### config.mk
export PLATFORM = sky130hd
export DESIGN_NAME = lcd_top
export DESIGN_NICKNAME = d
export VERILOG_FILES = /design/src/logic/lcd_pkg.sv /design/src/logic/lcd_sequencer.sv /design/src/logic/field_formatter.sv /design/src/logic/glyph_renderer.sv /design/src/logic/spi_serializer.sv /design/src/logic/lcd_top.sv
export SDC_FILE = /design/constraint.sdc
export NUM_CORES = 1
export LEC_CHECK = 0
export BUFFER_PORTS_ARGS = -buffer_cell sky130_fd_sc_hd__buf_4
export CAP_MARGIN = 30
export CORE_ASPECT_RATIO = 0.8
export CORE_MARGIN = 2
export CORE_UTILIZATION = 30
export DETAILED_ROUTE_END_ITERATION = 7
export PLACE_DENSITY = 0.43
export SETUP_SLACK_MARGIN = 0.15
export SYNTH_ARGS = -nofsm -noshare
export SYNTH_HDL_FRONTEND = slang
export SYNTH_SLANG_ARGS = --single-unit
### constraint.sdc
create_clock -name clk -period 13.05 [get_ports clk]
set_input_delay 1.305 -clock clk [delete_from_list [all_inputs] [get_ports clk]]
set_output_delay 1.305 -clock clk [all_outputs]
set_load 0.05 [all_outputs]
### src/logic/lcd_pkg.sv
package lcd_pkg;

	localparam int INIT_LEN    = 12;
	localparam int INIT_LONG   = 4;    // leading init commands with long delay
	localparam int SHORT_DELAY = 5;
	localparam int LONG_DELAY  = 200;  // also each panel reset phase
	localparam int ROW_COUNT   = 3;
	localparam int ROW_CHARS   = 6;
	localparam int GLYPH_COLS  = 6;
	localparam int BLANK_COLS  = 2;
	localparam int CREDITS     = 2;    // serialiser queue depth

	localparam logic [7:0] PAGE_BASE  = 8'hB0;
	localparam logic [7:0] COL_HI_CMD = 8'h10;
	localparam logic [7:0] COL_LO_CMD = 8'h00;

	localparam int DELAY_W = $clog2(LONG_DELAY + 1);

	// last frame phase, csn rises at its end
	localparam logic [4:0] LAST_PHASE = 5'd16;

	// sequencer states
	localparam logic [2:0] SQ_WAIT   = 3'd0;
	localparam logic [2:0] SQ_RST_LO = 3'd1;
	localparam logic [2:0] SQ_RST_HI = 3'd2;
	localparam logic [2:0] SQ_INIT   = 3'd3;
	localparam logic [2:0] SQ_LOAD   = 3'd4;
	localparam logic [2:0] SQ_ADDR   = 3'd5;
	localparam logic [2:0] SQ_CHAR   = 3'd6;

	typedef logic [15:0] bcd4_t;      // four bcd digits, msd on top
	typedef logic [47:0] row_str_t;   // leftmost char in top byte

	typedef struct packed {
		logic       is_data;     // low for command
		logic       long_delay;
		logic [7:0] value;
	} lcd_byte_t;

	// one job word, read as a command byte or as a character code
	typedef union packed {
		lcd_byte_t cmd;
		struct packed {
			logic [1:0] pad;
			logic [7:0] code;
		} glyph;
	} lcd_job_u;

	typedef struct packed {
		logic     is_glyph;
		lcd_job_u body;
	} lcd_job_t;

endpackage

### src/logic/lcd_sequencer.sv
module lcd_sequencer import lcd_pkg::*; (
	input  logic     clk,
	input  logic     rst_n,
	input  logic     idle,
	input  logic     job_ready,
	output lcd_job_t job,
	output logic     job_valid,
	output logic [1:0] row,
	output logic     load,
	input  row_str_t row_str,
	output logic     lcd_rst
);

	logic [2:0]         state;
	logic [3:0]         step;      // init index, address command or char index
	logic [DELAY_W-1:0] dly_cnt;

	function automatic logic [7:0] init_cmd(input logic [3:0] idx);
		case (idx)
			4'd0:    return 8'hE2;  // soft reset
			4'd1:    return 8'h2C;  // booster on
			4'd2:    return 8'h2E;  // regulator on
			4'd3:    return 8'h2F;  // follower on
			4'd4:    return 8'h23;
			4'd5:    return 8'h81;
			4'd6:    return 8'h28;
			4'd7:    return 8'hA2;  // bias 1/9
			4'd8:    return 8'hC8;  // com scan reversed
			4'd9:    return 8'hA0;
			4'd10:   return 8'h40;  // start line 0
			default: return 8'hAF;  // display on
		endcase
	endfunction

	always_comb begin
		job       = '0;
		job_valid = 1'b0;
		load      = (state == SQ_LOAD);
		case (state)
			SQ_INIT: begin
				job_valid                = 1'b1;
				job.body.cmd.long_delay  = (step < INIT_LONG);
				job.body.cmd.value       = init_cmd(step);
			end
			SQ_ADDR: begin
				job_valid = 1'b1;
				case (step)
					4'd0:    job.body.cmd.value = PAGE_BASE + {6'd0, row};
					4'd1:    job.body.cmd.value = COL_HI_CMD;
					default: job.body.cmd.value = COL_LO_CMD;
				endcase
			end
			SQ_CHAR: begin
				job_valid            = 1'b1;
				job.is_glyph         = 1'b1;
				job.body.glyph.code  = row_str[8 * (ROW_CHARS - 1 - step) +: 8];
			end
			default: ;
		endcase
	end

	always_ff @(posedge clk or negedge rst_n) begin
		if (!rst_n) begin
			state   <= SQ_WAIT;
			step    <= '0;
			dly_cnt <= '0;
			row     <= '0;
			lcd_rst <= 1'b1;
		end else begin
			case (state)
				SQ_WAIT: if (idle) begin
					lcd_rst <= 1'b0;
					dly_cnt <= DELAY_W'(LONG_DELAY - 1);
					state   <= SQ_RST_LO;
				end
				SQ_RST_LO: begin
					if (dly_cnt != '0) begin
						dly_cnt <= dly_cnt - 1'b1;
					end else if (idle) begin
						lcd_rst <= 1'b1;
						dly_cnt <= DELAY_W'(LONG_DELAY - 1);
						state   <= SQ_RST_HI;
					end
				end
				SQ_RST_HI: begin
					if (dly_cnt != '0) dly_cnt <= dly_cnt - 1'b1;
					else state <= SQ_INIT;
				end
				SQ_INIT: if (job_ready) begin
					step <= step + 4'd1;
					if (step == 4'(INIT_LEN - 1)) begin
						step  <= '0;
						state <= SQ_LOAD;
					end
				end
				SQ_LOAD: state <= SQ_ADDR;  // row_str valid from next cycle
				SQ_ADDR: if (job_ready) begin
					step <= step + 4'd1;
					if (step == 4'd2) begin
						step  <= '0;
						state <= SQ_CHAR;
					end
				end
				SQ_CHAR: if (job_ready) begin
					step <= step + 4'd1;
					if (step == 4'(ROW_CHARS - 1)) begin
						step  <= '0;
						row   <= (row == 2'(ROW_COUNT - 1)) ? 2'd0 : row + 2'd1;
						state <= SQ_LOAD;
					end
				end
				default: state <= SQ_WAIT;
			endcase
		end
	end

endmodule

### src/logic/field_formatter.sv
module field_formatter import lcd_pkg::*; (
	input  logic       clk,
	input  logic       rst_n,
	input  bcd4_t      tem,
	input  bcd4_t      hum,
	input  bcd4_t      vol,
	input  logic [1:0] row,
	input  logic       load,
	output row_str_t   row_str
);

	function automatic logic [7:0] to_ascii(input logic [3:0] digit);
		return {4'h3, digit};
	endfunction

	// temperature row, "dddd" then degree mark and C
	function automatic row_str_t fmt_tem(input bcd4_t v);
		return {to_ascii(v[15:12]), to_ascii(v[11:8]),
			to_ascii(v[7:4]), to_ascii(v[3:0]), "$C"};
	endfunction

	function automatic row_str_t fmt_hum(input bcd4_t v);
		return {to_ascii(v[15:12]), to_ascii(v[11:8]),
			to_ascii(v[7:4]), to_ascii(v[3:0]), "% "};
	endfunction

	// voltage has one integer digit
	function automatic row_str_t fmt_vol(input bcd4_t v);
		return {to_ascii(v[15:12]), ".", to_ascii(v[11:8]),
			to_ascii(v[7:4]), to_ascii(v[3:0]), "V"};
	endfunction

	always_ff @(posedge clk or negedge rst_n) begin
		if (!rst_n) begin
			row_str <= {ROW_CHARS{8'h20}};  // blank row
		end else if (load) begin
			case (row)
				2'd0:    row_str <= fmt_tem(tem);
				2'd1:    row_str <= fmt_hum(hum);
				2'd2:    row_str <= fmt_vol(vol);
				default: row_str <= row_str;
			endcase
		end
	end

endmodule

### src/logic/glyph_renderer.sv
module glyph_renderer import lcd_pkg::*; (
	input  logic      clk,
	input  logic      rst_n,
	input  lcd_job_t  job,
	input  logic      job_valid,
	output logic      job_ready,
	output lcd_byte_t byte_out,
	output logic      byte_valid,
	input  logic      credit_return
);

	logic [1:0]  credit_cnt;
	logic        expanding;
	logic [2:0]  col_cnt;     // blank columns first, then font
	logic [47:0] glyph_bits;  // font columns still to send, leftmost on top
	logic        have_credit;
	logic        accept;
	logic        col_send;
	logic        spend;

	function automatic logic [47:0] font(input logic [7:0] code);
		case (code)
			"0":     return 48'h00_3E_51_49_45_3E;
			"1":     return 48'h00_00_42_7F_40_00;
			"2":     return 48'h00_42_61_51_49_46;
			"3":     return 48'h00_21_41_45_4B_31;
			"4":     return 48'h00_18_14_12_7F_10;
			"5":     return 48'h00_27_45_45_45_39;
			"6":     return 48'h00_3C_4A_49_49_30;
			"7":     return 48'h00_01_71_09_05_03;
			"8":     return 48'h00_36_49_49_49_36;
			"9":     return 48'h00_06_49_49_29_1E;
			".":     return 48'h00_00_60_60_00_00;
			"%":     return 48'h42_25_12_48_A4_42;
			"C":     return 48'h00_3E_41_41_41_22;
			"V":     return 48'h00_1F_20_40_20_1F;
			"$":     return 48'h00_06_09_09_06_00;  // degree mark
			default: return 48'h00_00_00_00_00_00;  // space and unknown codes
		endcase
	endfunction

	assign have_credit = (credit_cnt != 2'd0);
	assign job_ready   = have_credit && !expanding;
	assign accept      = job_valid && job_ready;
	assign col_send    = expanding && have_credit;
	assign spend       = accept || col_send;

	always_ff @(posedge clk or negedge rst_n) begin
		if (!rst_n) begin
			credit_cnt <= 2'(CREDITS);
			expanding  <= 1'b0;
			col_cnt    <= '0;
			byte_valid <= 1'b0;
		end else begin
			credit_cnt <= credit_cnt - {1'b0, spend} + {1'b0, credit_return};
			byte_valid <= spend;
			if (accept) begin
				expanding <= job.is_glyph;
				col_cnt   <= 3'd1;  // column 0 goes out with the accept
			end else if (col_send) begin
				col_cnt <= col_cnt + 3'd1;
				if (col_cnt == 3'(BLANK_COLS + GLYPH_COLS - 1)) expanding <= 1'b0;
			end
		end
	end

	always_ff @(posedge clk) begin
		if (accept) begin
			if (job.is_glyph) begin
				byte_out   <= '{is_data: 1'b1, long_delay: 1'b0, value: 8'h00};
				glyph_bits <= font(job.body.glyph.code);
			end else begin
				byte_out <= job.body.cmd;
			end
		end else if (col_send) begin
			byte_out.is_data    <= 1'b1;
			byte_out.long_delay <= 1'b0;
			if (col_cnt < BLANK_COLS) begin
				byte_out.value <= 8'h00;
			end else begin
				byte_out.value <= glyph_bits[47:40];
				glyph_bits     <= {glyph_bits[39:0], 8'h00};
			end
		end
	end

endmodule

### src/logic/spi_serializer.sv
module spi_serializer import lcd_pkg::*; (
	input  logic      clk,
	input  logic      rst_n,
	input  lcd_byte_t byte_in,
	input  logic      byte_valid,
	output logic      credit_return,
	output logic      idle,
	output logic      lcd_csn,
	output logic      lcd_dcn,
	output logic      lcd_clk,
	output logic      lcd_dat
);

	lcd_byte_t          q_mem [CREDITS];
	logic               q_wr;
	logic               q_rd;
	logic [1:0]         q_cnt;
	logic               active;    // frame on the wire
	logic [4:0]         phase;
	logic [DELAY_W-1:0] dly_cnt;
	logic [7:0]         shift;
	logic               cur_long;
	logic               pop;

	assign pop           = (q_cnt != 2'd0) && !active && (dly_cnt == '0);
	assign credit_return = pop;
	assign idle          = (q_cnt == 2'd0) && !active && (dly_cnt == '0);

	always_ff @(posedge clk) begin
		if (byte_valid) q_mem[q_wr] <= byte_in;
	end

	always_ff @(posedge clk or negedge rst_n) begin
		if (!rst_n) begin
			q_wr  <= 1'b0;
			q_rd  <= 1'b0;
			q_cnt <= '0;
		end else begin
			if (byte_valid) q_wr <= !q_wr;
			if (pop) q_rd <= !q_rd;
			q_cnt <= q_cnt + {1'b0, byte_valid} - {1'b0, pop};
		end
	end

	always_ff @(posedge clk or negedge rst_n) begin
		if (!rst_n) begin
			active  <= 1'b0;
			phase   <= '0;
			dly_cnt <= '0;
			lcd_csn <= 1'b1;
			lcd_dcn <= 1'b0;
			lcd_clk <= 1'b1;
			lcd_dat <= 1'b0;
		end else if (pop) begin
			active  <= 1'b1;
			phase   <= '0;
			lcd_csn <= 1'b0;
			lcd_dcn <= q_mem[q_rd].is_data;  // held until the next pop
		end else if (active) begin
			phase <= phase + 5'd1;
			if (phase == LAST_PHASE) begin
				lcd_csn <= 1'b1;
				active  <= 1'b0;
				dly_cnt <= cur_long ? DELAY_W'(LONG_DELAY) : DELAY_W'(SHORT_DELAY);
			end else if (!phase[0]) begin
				lcd_clk <= 1'b0;
				lcd_dat <= shift[7];  // msb first
			end else begin
				lcd_clk <= 1'b1;
			end
		end else if (dly_cnt != '0) begin
			dly_cnt <= dly_cnt - 1'b1;
		end
	end

	always_ff @(posedge clk) begin
		if (pop) begin
			shift    <= q_mem[q_rd].value;
			cur_long <= q_mem[q_rd].long_delay;
		end else if (active && !phase[0] && phase != LAST_PHASE) begin
			shift <= {shift[6:0], 1'b0};
		end
	end

endmodule

### src/logic/lcd_top.sv
module lcd_top import lcd_pkg::*; (
	input  logic  clk,
	input  logic  rst_n,
	input  bcd4_t tem,
	input  bcd4_t hum,
	input  bcd4_t vol,
	output logic  lcd_rst,
	output logic  lcd_csn,
	output logic  lcd_dcn,
	output logic  lcd_clk,
	output logic  lcd_dat
);

	lcd_job_t   job;
	logic       job_valid;
	logic       job_ready;
	logic [1:0] row;
	logic       load;
	row_str_t   row_str;
	lcd_byte_t  byte_out;
	logic       byte_valid;
	logic       credit_return;
	logic       idle;

	lcd_sequencer i_sequencer (
		.clk       (clk),
		.rst_n     (rst_n),
		.idle      (idle),
		.job_ready (job_ready),
		.job       (job),
		.job_valid (job_valid),
		.row       (row),
		.load      (load),
		.row_str   (row_str),
		.lcd_rst   (lcd_rst)
	);

	field_formatter i_formatter (
		.clk     (clk),
		.rst_n   (rst_n),
		.tem     (tem),
		.hum     (hum),
		.vol     (vol),
		.row     (row),
		.load    (load),
		.row_str (row_str)
	);

	glyph_renderer i_renderer (
		.clk           (clk),
		.rst_n         (rst_n),
		.job           (job),
		.job_valid     (job_valid),
		.job_ready     (job_ready),
		.byte_out      (byte_out),
		.byte_valid    (byte_valid),
		.credit_return (credit_return)
	);

	spi_serializer i_serializer (
		.clk           (clk),
		.rst_n         (rst_n),
		.byte_in       (byte_out),
		.byte_valid    (byte_valid),
		.credit_return (credit_return),
		.idle          (idle),
		.lcd_csn       (lcd_csn),
		.lcd_dcn       (lcd_dcn),
		.lcd_clk       (lcd_clk),
		.lcd_dat       (lcd_dat)
	);

endmodule

# Yosys cells after proc, flatten, opt, wreduce, memory -nomap -nowiden
# Memory sizes are Yosys's and may differ from the RTL's.
# Index checks and enable logic that the tools add are counted.
[op_classes]
add_sub_neg = 12
n_lt_le_gt_ge = 2
n_eq_ne = 44
n_shift = 1
mux = 64
bitwise_logic = 3
n_reduce_logical = 47
[ops]
columns = ["operator", "count"]
rows = [
  ["47-bit case mux with 15 select lines", 1],
  ["48-bit 2-to-1 mux", 4],
  ["48-bit case mux with 3 select lines", 1],
  ["8-bit by 6-bit equality test with 1-bit output, second input constant", 13],
  ["8-bit 2-to-1 mux", 10],
  ["8-bit case mux with 3 select lines", 2],
  ["48-bit by 33-bit variable part select with 8-bit output", 1],
  ["3-bit 2-to-1 mux", 12],
  ["10-bit 2-to-1 mux", 3],
  ["4-bit 2-to-1 mux", 6],
  ["2-bit by 1-bit != test with 1-bit output, second input constant", 11],
  ["3-bit case mux with 7 select lines", 1],
  ["1-bit 2-to-1 mux", 18],
  ["2-bit nonzero test", 9],
  ["8-bit by 7-bit equality test with 1-bit output, second input constant", 2],
  ["8-bit case mux with 2 select lines", 1],
  ["8-bit nonzero test", 2],
  ["8-bit by 1-bit subtractor with 8-bit output, second input constant", 2],
  ["3-bit equality test, second input constant", 4],
  ["4-bit case mux with 3 select lines", 1],
  ["3-bit AND reduction", 4],
  ["4-bit AND reduction", 3],
  ["5-bit 2-to-1 mux", 2],
  ["10-bit AND reduction", 1],
  ["other kinds (34)", 59],
]
[word_totals]
register_bits = 162
mem_bits_rw = 20
mem_bits_ro = 112
inputBits = 50
output_inout_bits = 5
wordCells = 201
mem_count = 2
[memory_table]
columns = ["name", "depth", "word_bits", "read_ports", "rd_clocked_by_memory_dff", "wr", "line", "rtl"]
rows = [
  ["(name not given)", 16, 7, 1, 0, 0, "lcd_sequencer.sv:19", "case (idx)"],
  ["i_serializer.q_mem", 2, 10, 1, 0, 1, "spi_serializer.sv:14", "lcd_byte_t q_mem [CREDITS];"],
]

# Logic depth before layout (Yosys ltp)
[depth]
ltp_word = 7
ltp_mapped = 14
mapped_depth_nobuf = 13

# Hierarchy
# From an unflattened synthesis, not the netlist that was laid out.
[unflattened]
hier_cells = 908
area_unflattened_um2 = 9267.6
[by_module_without_submodules]
columns = ["module", "instances", "cells_per_inst", "area_each_um2", "seq_area_each_um2"]
rows = [
  ["glyph_renderer", 1, 354, 3514.6, 1888.1],
  ["spi_serializer", 1, 169, 2233.4, 1423.9],
  ["lcd_sequencer", 1, 230, 1880.6, 451.7],
  ["field_formatter", 1, 155, 1639.1, 651.9],
]

# Worst setup path after synthesis
# Ideal clock, no wire load.
[synth_path]
kind = "reg-to-reg"
start = "register i_sequencer.state[1]"
end = "register i_renderer.glyph_bits[0] (enable)"
setup_time_ns = 0.472
t_arrival_ns = 3.651
t_required_ns = 12.578
setup_slack_ns = 8.927
stages_incl_launch_ff = 7
path_buffers = 2
synth_period_minus_slack_ns = 4.123
cell_sequence = "dfrtp_1 buf_2 xor2_1 a21o_1 nand2_1 clkbuf_1 a22oi_1"
[synth_between]
elab_chain_cells = 6
elab_cells_between_ends = 11
cone_classes = "eq/ne (5); mux (2); reduce/logical (4)"
[synth_rtl]
columns = ["item", "line", "rtl"]
rows = [
  ["start, declared", "lcd_sequencer.sv:14", "logic [2:0] state;"],
  ["start signal, assigned", "lcd_sequencer.sv:64", "state <= SQ_WAIT;"],
  ["start signal, assigned", "lcd_sequencer.sv:74", "state <= SQ_RST_LO;"],
  ["start signal, assigned", "lcd_sequencer.sv:82", "state <= SQ_RST_HI;"],
  ["3-bit by 2-bit equality test with 1-bit output or 3-bit equality test (tied branches)", "lcd_sequencer.sv:39", "case (state)"],
  ["3-bit OR reduction (no line)", "--", ""],
  ["1-bit 2-to-1 mux", "lcd_sequencer.sv:39", ""],
  ["1-bit logical AND", "glyph_renderer.sv:44", "assign accept = job_valid && job_ready;"],
  ["2-bit by 1-bit != test with 1-bit output (no line) or 2-bit nonzero test (tied branches)", "--", ""],
  ["3-bit AND reduction (no line) *", "--", ""],
  ["end signal, assigned", "glyph_renderer.sv:71", "glyph_bits <= font(job.body.glyph.code);"],
  ["end signal, assigned", "glyph_renderer.sv:82", "glyph_bits <= {glyph_bits[39:0], 8'h00};"],
  ["end, declared", "glyph_renderer.sv:15", "logic [47:0] glyph_bits;"],
]
# Every way passes the cells marked *; elsewhere a longest branch is shown, timed or not.
# A chain may end at the register's enable or synchronous reset.

# Worst setup path in the final report
[layout_path]
start = "register i_sequencer.step[1]"
end = "register i_renderer.glyph_bits[41] (data pin)"
[layout_between]
elab_chain_cells = 7
elab_cells_between_ends = 25
cone_classes = "add/sub (1); eq/ne (16); shift (1); mux (5); reduce/logical (1); memory (1)"
[layout_rtl]
columns = ["item", "line", "rtl"]
rows = [
  ["start, declared", "lcd_sequencer.sv:15", "logic [3:0] step;"],
  ["start signal, assigned", "lcd_sequencer.sv:90", "step <= step + 4'd1;"],
  ["start signal, assigned", "lcd_sequencer.sv:98", "step <= step + 4'd1;"],
  ["start signal, assigned", "lcd_sequencer.sv:105", "step <= step + 4'd1;"],
  ["3-bit by 4-bit subtractor with 5-bit output (tied with other cells)", "lcd_sequencer.sv:56", "job.body.glyph.code = row_str[8 * (ROW_CHARS - 1 - step) +: 8];"],
  ["48-bit by 33-bit variable part select with 8-bit output or 8-bit case mux with 2 select lines (tied branches)", "lcd_sequencer.sv:56, lcd_sequencer.sv:47", ""],
  ["8-bit case mux with 3 select lines *", "lcd_sequencer.sv:39", ""],
  ["8-bit by 6-bit equality test with 1-bit output or 8-bit by 7-bit equality test with 1-bit output (tied branches)", "glyph_renderer.sv:22", "case (code)"],
  ["47-bit case mux with 15 select lines *", "glyph_renderer.sv:22", ""],
  ["48-bit 2-to-1 mux *", "glyph_renderer.sv:69", "if (job.is_glyph) begin"],
  ["48-bit 2-to-1 mux *", "glyph_renderer.sv:68", "if (accept) begin"],
]
# Every way passes the cells marked *; elsewhere a longest branch is shown, timed or not. The select of a mux whose other input is x is not followed.

==> flow_summary.yaml <==
die:
  core_um2: 28280
  rows: 55
  dieWidth_um: 193.6
  io_pins: 55
  dieArea_um2: 30140
  die_y_um: 155.7
  start_util: 0.3051
clocking:
  tritoncts: "built"
  clk_pin_slew_worst_paths_ps: 70
  hold_buffers: 0
  cts.sinks: 159
  cts_setup_buffers: 0
  clkLatencyLatePin_ps: 440
  cts_max_level: 4
  cts_made_buffers: 17
  clk_path_buf_depth: 2
  cts-resized-gates: 0
  cts_root_buffer: "clkbuf_16"
logic_synthesis:
  syn_nets: 936
  yosys_warnings: 0
  synth_area_um2: 8628
  ys_seq_elements: 159
  synth_compound_area_frac: 0.1919
  syn-instance-count: 859
  synthArstFlopShare: 0.4591
  yosysUniqueCellTypes: 79
  synth-main-ff-cell: "edfxtp_1"
  synth_fa_ha_area_frac: 0.03915
  synth_xor_area_frac: 0.01624
  synthSimpleGateAreaFrac: 0.1650
  synth.avg_cell_area_um2: 10.04
  synth_top_family_by_area: "compound AO/OA/AOI/OAI gates"
  synth_mux_area_frac: 0.03538
  synth.yosys.seq_area_share: 0.5117
  synth_edf_count: 86
layout:
  seq_area_um2: 4415
  antennaDiodeCount: 0
  fin_nets: 965
  fin_area_um2: 9935
  drive_gt1_frac: 0.1443
  multi_input_area_um2: 3871
  syn2layout_area_growth_pct: 15.14
  fill_cells: 2883
placed_design:
  dp_hpwl_mm: 14.61
  gp_routability_congestion: 0.8765
  dpl-instance-area_um2: 9341
  numPortBuffers: 54
global_route:
  grt_pass1_vias: 6290
  grt_overflow: 0
  grtUsageTotal: 0.1460
  grt_pass1_wl_mm: 35.11
  antenna_found_initial: 0
  grt_max_degree: 50
route:
  drc_errors: 0
  drt-wirelength-per-cell_um: 16.65
  drt-total-wl_mm: 21.17
  ant_nets: 0
  vias: 6552
  drtIter0Drc: 545
  drt-vias-per-instance: 5.155
  dr.pass1.iters: 5
sta:
  max_clock_freq_mhz: 227.7
  finalCritPeriodShare: 0.3365
  fin_skew_ps: 8.131
  rsz0062_at_grt: "no"
  drv_slew: 0
  slew_headroom: 0.3065
  worst_pin_slew_ps: 1033
  hold_violations: 0
  post-route-min-period_ps: 4392
  tns_ps: 0
  setup_viol_count_final: 0
flow_run:
  cap_violations: 0
worst_setup_path:
  cp_slowest_stage_delay_ps: 740
  cp-end-kind: "register"
  critPathKind: "register to register"
  critical_path_required_ps: 13210
  crit_path_max_fanout: 26
  crit_family: "compound AO/OA/AOI/OAI gates"
  path_buf_inv: 1
  critPathArrivalTime_ps: 4550
  cp_slowest_cell: "dfrtp_1"
  worstPathCellList: "inv_1 -> ha_1 -> nand2b_1 -> a311o_1 -> a32oi_2 -> nor3_1 -> a21oi_1 -> o22ai_4 -> o21ai_4 -> o21ai_1"
  cp-start-kind: "register"
power_and_ir_drop:
  finalPower_mw: 1.050
  irDropWorstVdd_v: 0.00006998
  power_density_nw_per_um2: 105.7
  power.leakage_nw: 3.688
outcome:
  status: "complete, no violations"
worst_hold_path:
  hp-class: "register to register"
## worst reg2reg max path: cells and delay by family (launching register included)
kind	cells	cell delay (ps)
compound gates	6	2190
flops	1	740
fa+ha+maj	1	520
simple gates	2	400
buf+inv	1	250
## per-stage QoR
| stage | std cells | setup WS, ps | utilization | hold slack [ps] |
|---|---|---|---|---|
| 4_1_cts | 1271 | 8689 | 0.3513 | 450.2 |
| 5_1_grt | 1271 | 8281 | 0.3513 | 454.3 |
| 3_5_place_dp | 1239 | 8693 | 0.3303 | 432.7 |
| 3_3_place_gp | 1235 | 8719 | 0.3286 | 428.5 |
| 6_report | 1271 | 8658 | 0.3513 | 447.8 |
| 2_1_floorplan | 859 | 8927 | - | 421.5 |
## per-layer routing
metal,track usage,vias to the layer above,part of all wire
li1,-,3221,-
met1,0.2154,3146,0.52
met2,0.2104,159,0.42
met3,0.03243,26,0.048
met4,0.04726,0,0.015
met5,0,-,0
## state kept, by name, summed over array words and instances (netlist names), 2 cells and up
register / count
i_renderer.glyph_bits: 47
i_sequencer.row: 2
i_renderer.byte_out: 10
i_sequencer.dly_cnt: 8
i_serializer.q_mem: 20
i_serializer.dly_cnt: 8
i_renderer.col_cnt: 3
i_serializer.q_cnt: 2
i_serializer.phase: 5
i_sequencer.state: 3
i_sequencer.step: 4
i_renderer.credit_cnt: 2
i_formatter.row_str: 26
i_serializer.shift: 8
## final cells by class
| cell class | count | share of cell area |
|---|---|---|
| Clock buffer | 17 | 0.04282 |
| Clock inverter | 15 | 0.01688 |
| Inverter | 27 | 0.01020 |
| Multi-Input combinational cell | 620 | 0.3897 |
| Sequential cell | 159 | 0.4445 |
| Tap cell | 370 | 0.04660 |
| Timing Repair Buffer | 63 | 0.04937 |
## layout by cell type (no fill, tap or decap), types with 11 or more instances in the layout
cell type	instances
ha_1	27
nor3_1	31
nand3_1	24
nor2_1	60
o21ai_0	65
and2_1	14
buf_4	61
edfxtp_1	86
dfrtp_1	68
a221oi_1	13
inv_1	27
mux2i_1	17
clkbuf_16	17
nand2_1	108
o21ai_1	21
a21oi_1	58
xnor2_1	11
o31ai_1	19
## final timing paths
path	from	end	slack (ps)	depth (start not counted)
min reg2reg	i_renderer.byte_out[6]	i_serializer.q_mem[0][6]	450	0
max	i_sequencer.step[1]	i_renderer.glyph_bits[41]	8660	10
max in group asynchronous	rst_n	i_formatter.row_str[5]	11580	2
max reg2reg	i_sequencer.step[1]	i_renderer.glyph_bits[41]	8660	10
min	i_renderer.byte_out[6]	i_serializer.q_mem[0][6]	450	0
min in group asynchronous	rst_n	i_serializer.dly_cnt[0]	830	1
## logic make-up after synthesis
group / Yosys count
and+or+nand+nor: 294
muxes: 29
buffers and inverters: 80
AOI/OAI and AO/OA: 254
DFF: 159
adders and majority gates: 27
xor gates and xnor gates: 16
## Yosys cell counts (11+ instances only)
cell,number,share of area
ha_1,27,0.039
mux2i_1,17,0.020
o21ai_1,22,0.013
a21oi_1,58,0.034
nand2_1,108,0.047
clkbuf_1,35,0.015
o21ai_0,65,0.038
nor2_1,60,0.026
dfrtp_1,68,0.20
a221oi_1,13,0.013
nand3_1,24,0.014
inv_1,27,0.012
o31ai_1,19,0.017
and2_1,14,0.010
nor3_1,31,0.018
xnor2_1,11,0.011
edfxtp_1,86,0.30
## power by group
group | internal [mW] | leakage (nW) | total, mW | switching (mW)
clock network | 0.273 | 0.286 | 0.507 | 0.234
registers | 0.525 | 1.39 | 0.525 | 0
logic | 0.0105 | 2.01 | 0.0178 | 0.00728
total | 0.809 | 3.69 | 1.05 | 0.241
Note: power is estimated with default switching activity, not from simulation.
